## src/hw/stq_entry_pkg.sv

```systemverilog
// Sizing and stored-shape types for the store-queue entry array.
// Imported by the entry, compare and top-level modules.
`default_nettype none

package stq_entry_pkg;

  // store-queue depth
  localparam int NUM_ENTRIES = 8;

  // low address bits kept per store, enough to separate the words inside a bank line
  localparam int ODD_W = 4;

  localparam int BYTE_LANES = 4;  // one lane per byte of the 32-bit store word

  // one bit per entry, used for strobes, flags and check results alike
  typedef logic [NUM_ENTRIES-1:0] entry_vec_t;

  // what an entry remembers about its store
  // odd[0] picks the even or odd half of the access
  // sub_bnk2 qualifies the coarse bank hit and sub_bnk the exact one
  typedef struct packed {
    logic [ODD_W-1:0]      odd;
    logic [BYTE_LANES-1:0] bytes;   // lanes written by the store
    logic                  sub_bnk;
    logic                  sub_bnk2;
  } st_shape_t;

endpackage

`default_nettype wire

```

## src/hw/stq_chk_pkg.sv

```systemverilog
// Types for the load-forwarding check ports of the store-queue array.
// A check carries a request shape plus one even/odd hit pair per entry,
// and returns match or partial for each entry.
`default_nettype none

package stq_chk_pkg;

  import stq_entry_pkg::*;

  localparam int NUM_CHK = 2;  // load ports probing the queue in parallel

  localparam int EO_W = 2;

  // external address compare per entry
  // bit 0 is the hit for an even access and bit 1 for an odd access
  typedef logic [EO_W-1:0] eo_hit_t;

  // one load probing the queue
  typedef struct packed {
    logic      en;
    st_shape_t shape;
  } chk_req_t;

  // per-entry answer to one load
  typedef struct packed {
    logic match;    // entry covers the load and its data is ready
    logic partial;  // entry overlaps the load, so the load has to stall
  } chk_res_t;

endpackage

`default_nettype wire

```

## src/hw/stq_entry_state.sv

```systemverilog
// Holds one store-queue entry: the shape of its store and its lifecycle flags.
// All strobes are one cycle wide and take effect at the next rising edge.
// When several strobes hit in one cycle the later steps of the update win.
`timescale 1ns/1ns
`default_nettype none

module stq_entry_state
  import stq_entry_pkg::*;
(
  input  wire            clk,
  input  wire            rst,
  input  wire            wrt_en,
  input  wire            upd_en,
  input  wire            passe_en,
  input  wire            free_en,
  input  wire            excpt,
  input  wire st_shape_t wrt_shape,
  output st_shape_t      shape,
  output logic           free,
  output logic           upd,
  output logic           passe
);

  // a reset entry is empty and reads as updated, so it never stalls a load
  always_ff @(posedge clk) begin
    if (rst) begin
      shape <= '0;
      free  <= 1'b1;
      upd   <= 1'b1;
      passe <= 1'b0;
    end else begin
      if (wrt_en) begin
        shape <= wrt_shape;
        free  <= 1'b0;
        passe <= 1'b0;  // upd stays as it is until the data arrives
      end

      if (upd_en) begin
        upd <= 1'b1;
      end

      // a passed store has left for the cache and its data is no longer held here
      if (passe_en) begin
        passe <= 1'b1;
        upd   <= 1'b0;
      end

      if (free_en) begin
        free  <= 1'b1;
        passe <= 1'b0;
      end

      // on a flush only entries already released and passed drop the pass mark
      if (excpt && free && passe) begin
        passe <= 1'b0;
      end
    end
  end

  // the allocator hands out entries only after they have been released
  a_wrt_to_free: assert property (@(posedge clk) disable iff (rst)
    wrt_en |-> free)
    else $error("write strobe on an entry that is still allocated");

  // a release without an allocation in between means a lost store
  a_free_once: assert property (@(posedge clk) disable iff (rst)
    free_en |-> !free)
    else $error("free strobe on an entry that is already free");

endmodule

`default_nettype wire

```

## src/hw/stq_fwd_cmp.sv

```systemverilog
// Compares one load check against one store-queue entry.
// Gives match when the entry can forward the whole load and partial when it
// only overlaps or its data is not there yet. Purely combinational.
`timescale 1ns/1ns
`default_nettype none

module stq_fwd_cmp
  import stq_entry_pkg::*;
  import stq_chk_pkg::*;
(
  input  wire chk_req_t  req,
  input  wire eo_hit_t   eo,
  input  wire st_shape_t shape,
  input  wire            free,
  input  wire            upd,
  input  wire            passe,
  output chk_res_t       res
);

  logic base_hit;
  logic live;
  logic covered;
  logic addr_eq;
  logic bnk_eq;

  // the coarse hit needs the external compare for the right half and the same bank group
  assign base_hit = eo[req.shape.odd[0]]
                 && req.shape.sub_bnk2 && shape.sub_bnk2
                 && (req.shape.odd[0] == shape.odd[0]);

  assign live = base_hit && req.en && !free && !passe;  // only held stores count

  assign covered = ((req.shape.bytes & ~shape.bytes) == '0);

  assign addr_eq = (req.shape.odd == shape.odd);
  assign bnk_eq  = req.shape.sub_bnk && shape.sub_bnk;

  always_comb begin
    res.match   = live && covered && upd && addr_eq && bnk_eq;
    // missing lanes or data still to come means the load has to wait
    res.partial = live && (!covered || !upd);
  end

endmodule

`default_nettype wire

```

## src/hw/stq_buf_array.sv

```systemverilog
// Top level of the store-queue entry array with load-forwarding checks.
// Builds one state block per entry and one compare per entry and check port;
// results come back as one match and one partial vector per check port.
`timescale 1ns/1ns
`default_nettype none

module stq_buf_array
  import stq_entry_pkg::*;
  import stq_chk_pkg::*;
(
  input  wire                                          clk,
  input  wire                                          rst,
  input  wire entry_vec_t                              wrt_en,
  input  wire st_shape_t                               wrt_shape,
  input  wire entry_vec_t                              upd_en,
  input  wire entry_vec_t                              passe_en,
  input  wire entry_vec_t                              free_en,
  input  wire                                          excpt,
  input  wire chk_req_t [NUM_CHK-1:0]                  chk_req,
  input  wire eo_hit_t  [NUM_CHK-1:0][NUM_ENTRIES-1:0] chk_eo,
  output entry_vec_t [NUM_CHK-1:0]                     chk_match,
  output entry_vec_t [NUM_CHK-1:0]                     chk_partial,
  output entry_vec_t                                   free,
  output entry_vec_t                                   upd,
  output entry_vec_t                                   passe
);

  st_shape_t [NUM_ENTRIES-1:0]            ent_shape;
  chk_res_t  [NUM_CHK-1:0][NUM_ENTRIES-1:0] res_grid;

  for (genvar e = 0; e < NUM_ENTRIES; e++) begin : g_entry
    // excpt is broadcast, each entry decides for itself whether it applies
    stq_entry_state u_entry (
      .clk       (clk),
      .rst       (rst),
      .wrt_en    (wrt_en[e]),
      .upd_en    (upd_en[e]),
      .passe_en  (passe_en[e]),
      .free_en   (free_en[e]),
      .excpt     (excpt),
      .wrt_shape (wrt_shape),
      .shape     (ent_shape[e]),
      .free      (free[e]),
      .upd       (upd[e]),
      .passe     (passe[e])
    );

    // every check port sees every entry in the same cycle
    for (genvar c = 0; c < NUM_CHK; c++) begin : g_chk
      stq_fwd_cmp u_cmp (
        .req   (chk_req[c]),
        .eo    (chk_eo[c][e]),
        .shape (ent_shape[e]),
        .free  (free[e]),
        .upd   (upd[e]),
        .passe (passe[e]),
        .res   (res_grid[c][e])
      );
    end
  end

  // split the result grid into per-port entry vectors
  always_comb begin
    for (int c = 0; c < NUM_CHK; c++) begin
      for (int e = 0; e < NUM_ENTRIES; e++) begin
        chk_match[c][e]   = res_grid[c][e].match;
        chk_partial[c][e] = res_grid[c][e].partial;
      end
    end
  end

endmodule

`default_nettype wire

```

## config.mk

```make
export PLATFORM = sky130hd
export DESIGN_NAME = stq_buf_array
export DESIGN_NICKNAME = d
export VERILOG_FILES = /design/src/hw/stq_entry_pkg.sv /design/src/hw/stq_chk_pkg.sv /design/src/hw/stq_entry_state.sv /design/src/hw/stq_fwd_cmp.sv /design/src/hw/stq_buf_array.sv
export SDC_FILE = /design/constraint.sdc
export NUM_CORES = 1
export LEC_CHECK = 0
export BUFFER_PORTS_ARGS = -buffer_cell sky130_fd_sc_hd__buf_2
export CELL_PAD_IN_SITES_DETAIL_PLACEMENT = 1
export CELL_PAD_IN_SITES_GLOBAL_PLACEMENT = 1
export CORE_AREA = 5 5 128 130
export DETAILED_ROUTE_END_ITERATION = 10
export DIE_AREA = 0 0 133 135
export HOLD_SLACK_MARGIN = 0.05
export PLACE_DENSITY_LB_ADDON = 0.1
export SYNTH_ARGS = -nofsm -noshare
export SYNTH_HDL_FRONTEND = slang
export SYNTH_SLANG_ARGS = --single-unit
```

## constraint.sdc

```tcl
create_clock -name clk -period 1.3 [get_ports clk]
set_input_delay 0.26 -clock clk [delete_from_list [all_inputs] [get_ports clk]]
set_output_delay 0.26 -clock clk [all_outputs]
set_load 0.005 [all_outputs]
```

==> results.toml <==
[logic_synthesis]
syn_inst = 652
ys.flop_type = "dfxtp_1"
yosysSeqAreaShare_pct = 36.2
syn_area_per_cell_um2 = 8.82
synth_top_area_share_pct = 36.2
synth-edff-count = 0
synthArstFlopShare_pct = 0
yosysUniqueCellTypes = 35
ys_warn_count = 0
synth_fp_nets = 751
yosysTopAreaCell = "dfxtp_1"
ys_seq_elements = 104
synth_area_um2 = 5750
synthTopCellsByArea = "dfxtp_1 36%, mux2i_1 14%, xor2_1 7.0%"

[cts]
hold_buffers = 0
cts_max_level = 3
cts_buffers = 9
cts_tree = "built"
cts_root_buffer = "clkbuf_16"
cts.sinks = 104
clockBufferDepth = 2
cts.clk_slew.worst_paths_ns = 0.07
clock_insertion_delay_worst_skew_ns = 0.35

[sta]
rsz0062_at_grt = "yes"
worst_pin_slew_ns = 0.497
drv_slew = 0
max_freq_mhz = 489
slew_headroom_pct = 66.7
period_share_pct = 157
finalHoldViolCount = 0
setup_ws_ns = -0.744
skew_ns = 0.000714
period_needed_ns = 2.04
setup_viol = 32

[detailed_routing]
via_count = 5362
drc = 0
firstDrtPassIters = 7
via_per_inst = 5.35
ant_nets = 0
routedWlPerCell_um = 21.8
drt_iter0_markers = 334
drt_wl_total_mm = 21.8

[die]
start_util_pct = 38.2
num_rows = 45
die_area_um2 = 18000
die_h_um = 135
core_um2 = 15000
boundaryPins = 155
die_x_um = 133

[cells_and_area]
final_cell_mix = "153 x buf_2, 93 x nor2_1, 80 x mux2i_1, 67 x dfxtp_1, 54 x buf_4"
drive_gt1_share_pct = 40.5
final_area_um2 = 7580
antenna_cells = 0
fillerInstances = 1761
seqCellArea_um2 = 2140
fin_nets = 908
synthToLayoutAreaGrowth_pct = 31.9
final_core_util_pct = 50.4
multi_input_area_um2 = 3300
layout_commonest_cell = "buf_2"

[grt]
grt_pass1_wl_mm = 33.1
grt_pass1_vias = 5616
grt_max_degree = 40
gr-total-overflow = 0
antenna_found_initial = 0
grt_use_total_pct = 23.7

[setup_path]
cpPeakStageDelay_ns = 0.39
crit_path_cell_trace = "clkinv_2 -> a222oi_1 -> o211ai_1 -> nor3_2 -> buf_2"
cp_num_buf_inv = 2
crit_arrival_ns = 1.78
critPathTopFamily = "compound AO/OA/AOI/OAI gates"
endpoint_kind = "output pin"
cp_slowest_cell = "a222oi_1"
start_kind = "flop"
critPathMaxFanout = 2
cp_data_required_time_ns = 1.04
worstSetupPathType = "flop to output pin"

[run_status]
status = "complete, but fails checks"
violations = "negative setup slack"

[place]
place_congestion = 0.835
placed_area_um2 = 6930
pre_cts_slack_ns = -0.568
io_buffers = 154
dp_hpwl_mm = 16.6

[flow_run]
maxCapViolCount = 0

[pwr]
switching_power_mw = 2.18
power_density_nw_per_um2 = 1050
p_leak_nw = 3.50
pwr-share-clk_pct = 37.1
switching_share_pct = 27.3
comb_power_share_pct = 18.1
p_int_mw = 5.81
power_frac_seq_pct = 44.8
ir_drop_mv = 0.827

[hold_path]
hp-class = "primary input to flop"
## metrics by stage
step	power, mW	instances	TNS [ns]	hold slack, ns
floorplan	4.39	652	0	0.337
global placement	4.91	981	-12.64	0.443
detailed placement	4.98	981	-13.15	0.450
CTS	8.04	1001	-19.26	0.0627
global route	8.33	1002	-21.40	0.0664
finish	7.99	1002	-19.16	0.0783
## flip-flops by register name, indices dropped and copies added (netlist names)
signal and flops:
g_entry.u_entry.passe 8, g_entry.u_entry.shape 80, g_entry.u_entry.free 8, g_entry.u_entry.upd 8
## cell type report
class,count,area share [%]
Multi-Input combinational cell,438,43.6
Sequential cell,104,28.2
Timing Repair Buffer,223,19.2
Clock buffer,11,3.20
Tap cell,188,3.10
Inverter,33,1.72
Clock inverter,5,1.06
## worst register-to-register path, cell delays in order, from the launching register on
cell and delay (ns):
dfxtp_2 0.34, buf_4 0.14, nor2b_1 0.12, o21ai_0 0.20, nor3_1 0.07
## path summary, 6_finish.rpt
kind	start	to	slack [ns]	depth (start not counted)
hold reg to reg	g_entry[4].u_entry.shape[0]	g_entry[4].u_entry.shape[0]	0.50	2
hold / removal	free_en[4]	g_entry[4].u_entry.passe	0.08	2
setup reg to reg	g_entry[2].u_entry.passe	g_entry[2].u_entry.passe	0.32	4
setup / recovery	g_entry[3].u_entry.shape[3]	chk_match[11]	-0.74	5
## synth_stat cells, types with 2 or more instances
| master | n |
|---|---|
| a211o_1 | 5 |
| a21oi_1 | 7 |
| a222oi_1 | 12 |
| and3_1 | 19 |
| buf_2 | 25 |
| buf_4 | 26 |
| buf_6 | 3 |
| clkbuf_1 | 21 |
| clkinv_1 | 3 |
| dfxtp_1 | 104 |
| inv_1 | 30 |
| mux2i_1 | 80 |
| nand2_1 | 2 |
| nand2b_1 | 4 |
| nand3_1 | 7 |
| nand4_1 | 16 |
| nor2_1 | 93 |
| nor2b_1 | 21 |
| nor3_1 | 19 |
| nor3_2 | 14 |
| nor3b_1 | 22 |
| nor4_1 | 5 |
| o2111ai_1 | 4 |
| o211ai_1 | 26 |
| o21ai_0 | 6 |
| o21ai_1 | 2 |
| o21bai_1 | 8 |
| xnor2_1 | 16 |
| xor2_1 | 46 |
## timing repair
action                                  4_1_cts  5_1_grt
setup buffers                                 5        1
endpoints found under the setup margin       33       32
pin swaps                                    60       21
gates resized for setup                      72       22
endpoints found under the hold margin         0        0
## cell families (layout without fill, tap and decap cells)
| family | Yosys count | in the layout | synth area share [%] |
|---|---|---|---|
| DFF | 104 | 104 | 36.2 |
| buffers and inverters | 110 | 272 | 9.84 |
| AOI/OAI and AO/OA | 72 | 72 | 9.49 |
| and+or+nand+nor | 224 | 224 | 21.1 |
| muxes | 80 | 80 | 13.9 |
| xor gates and xnor gates | 62 | 62 | 9.45 |
## per-layer routing
layer | GRT usage [%] | vias up | part of all wire [%]
met5 | 0 | - | 0
met4 | 6.06 | 0 | 1.8
met3 | 4.43 | 20 | 5.0
met2 | 40.3 | 158 | 49
met1 | 31.1 | 2654 | 45
li1 | - | 2530 | -
## power groups by stage
| stage | combinational [mW] | sequential (mW) | clock [mW] |
|---|---|---|---|
| final | 1.45 | 3.58 | 2.97 |
| after floorplan | 0.830 | 3.56 | 0 |
| after detailed placement | 1.36 | 3.62 | 0 |
| after global routing | 1.56 | 3.60 | 3.17 |
| after CTS | 1.43 | 3.57 | 3.05 |
| after global placement | 1.31 | 3.60 | 0 |
Note: power is estimated with default switching activity, not from simulation.
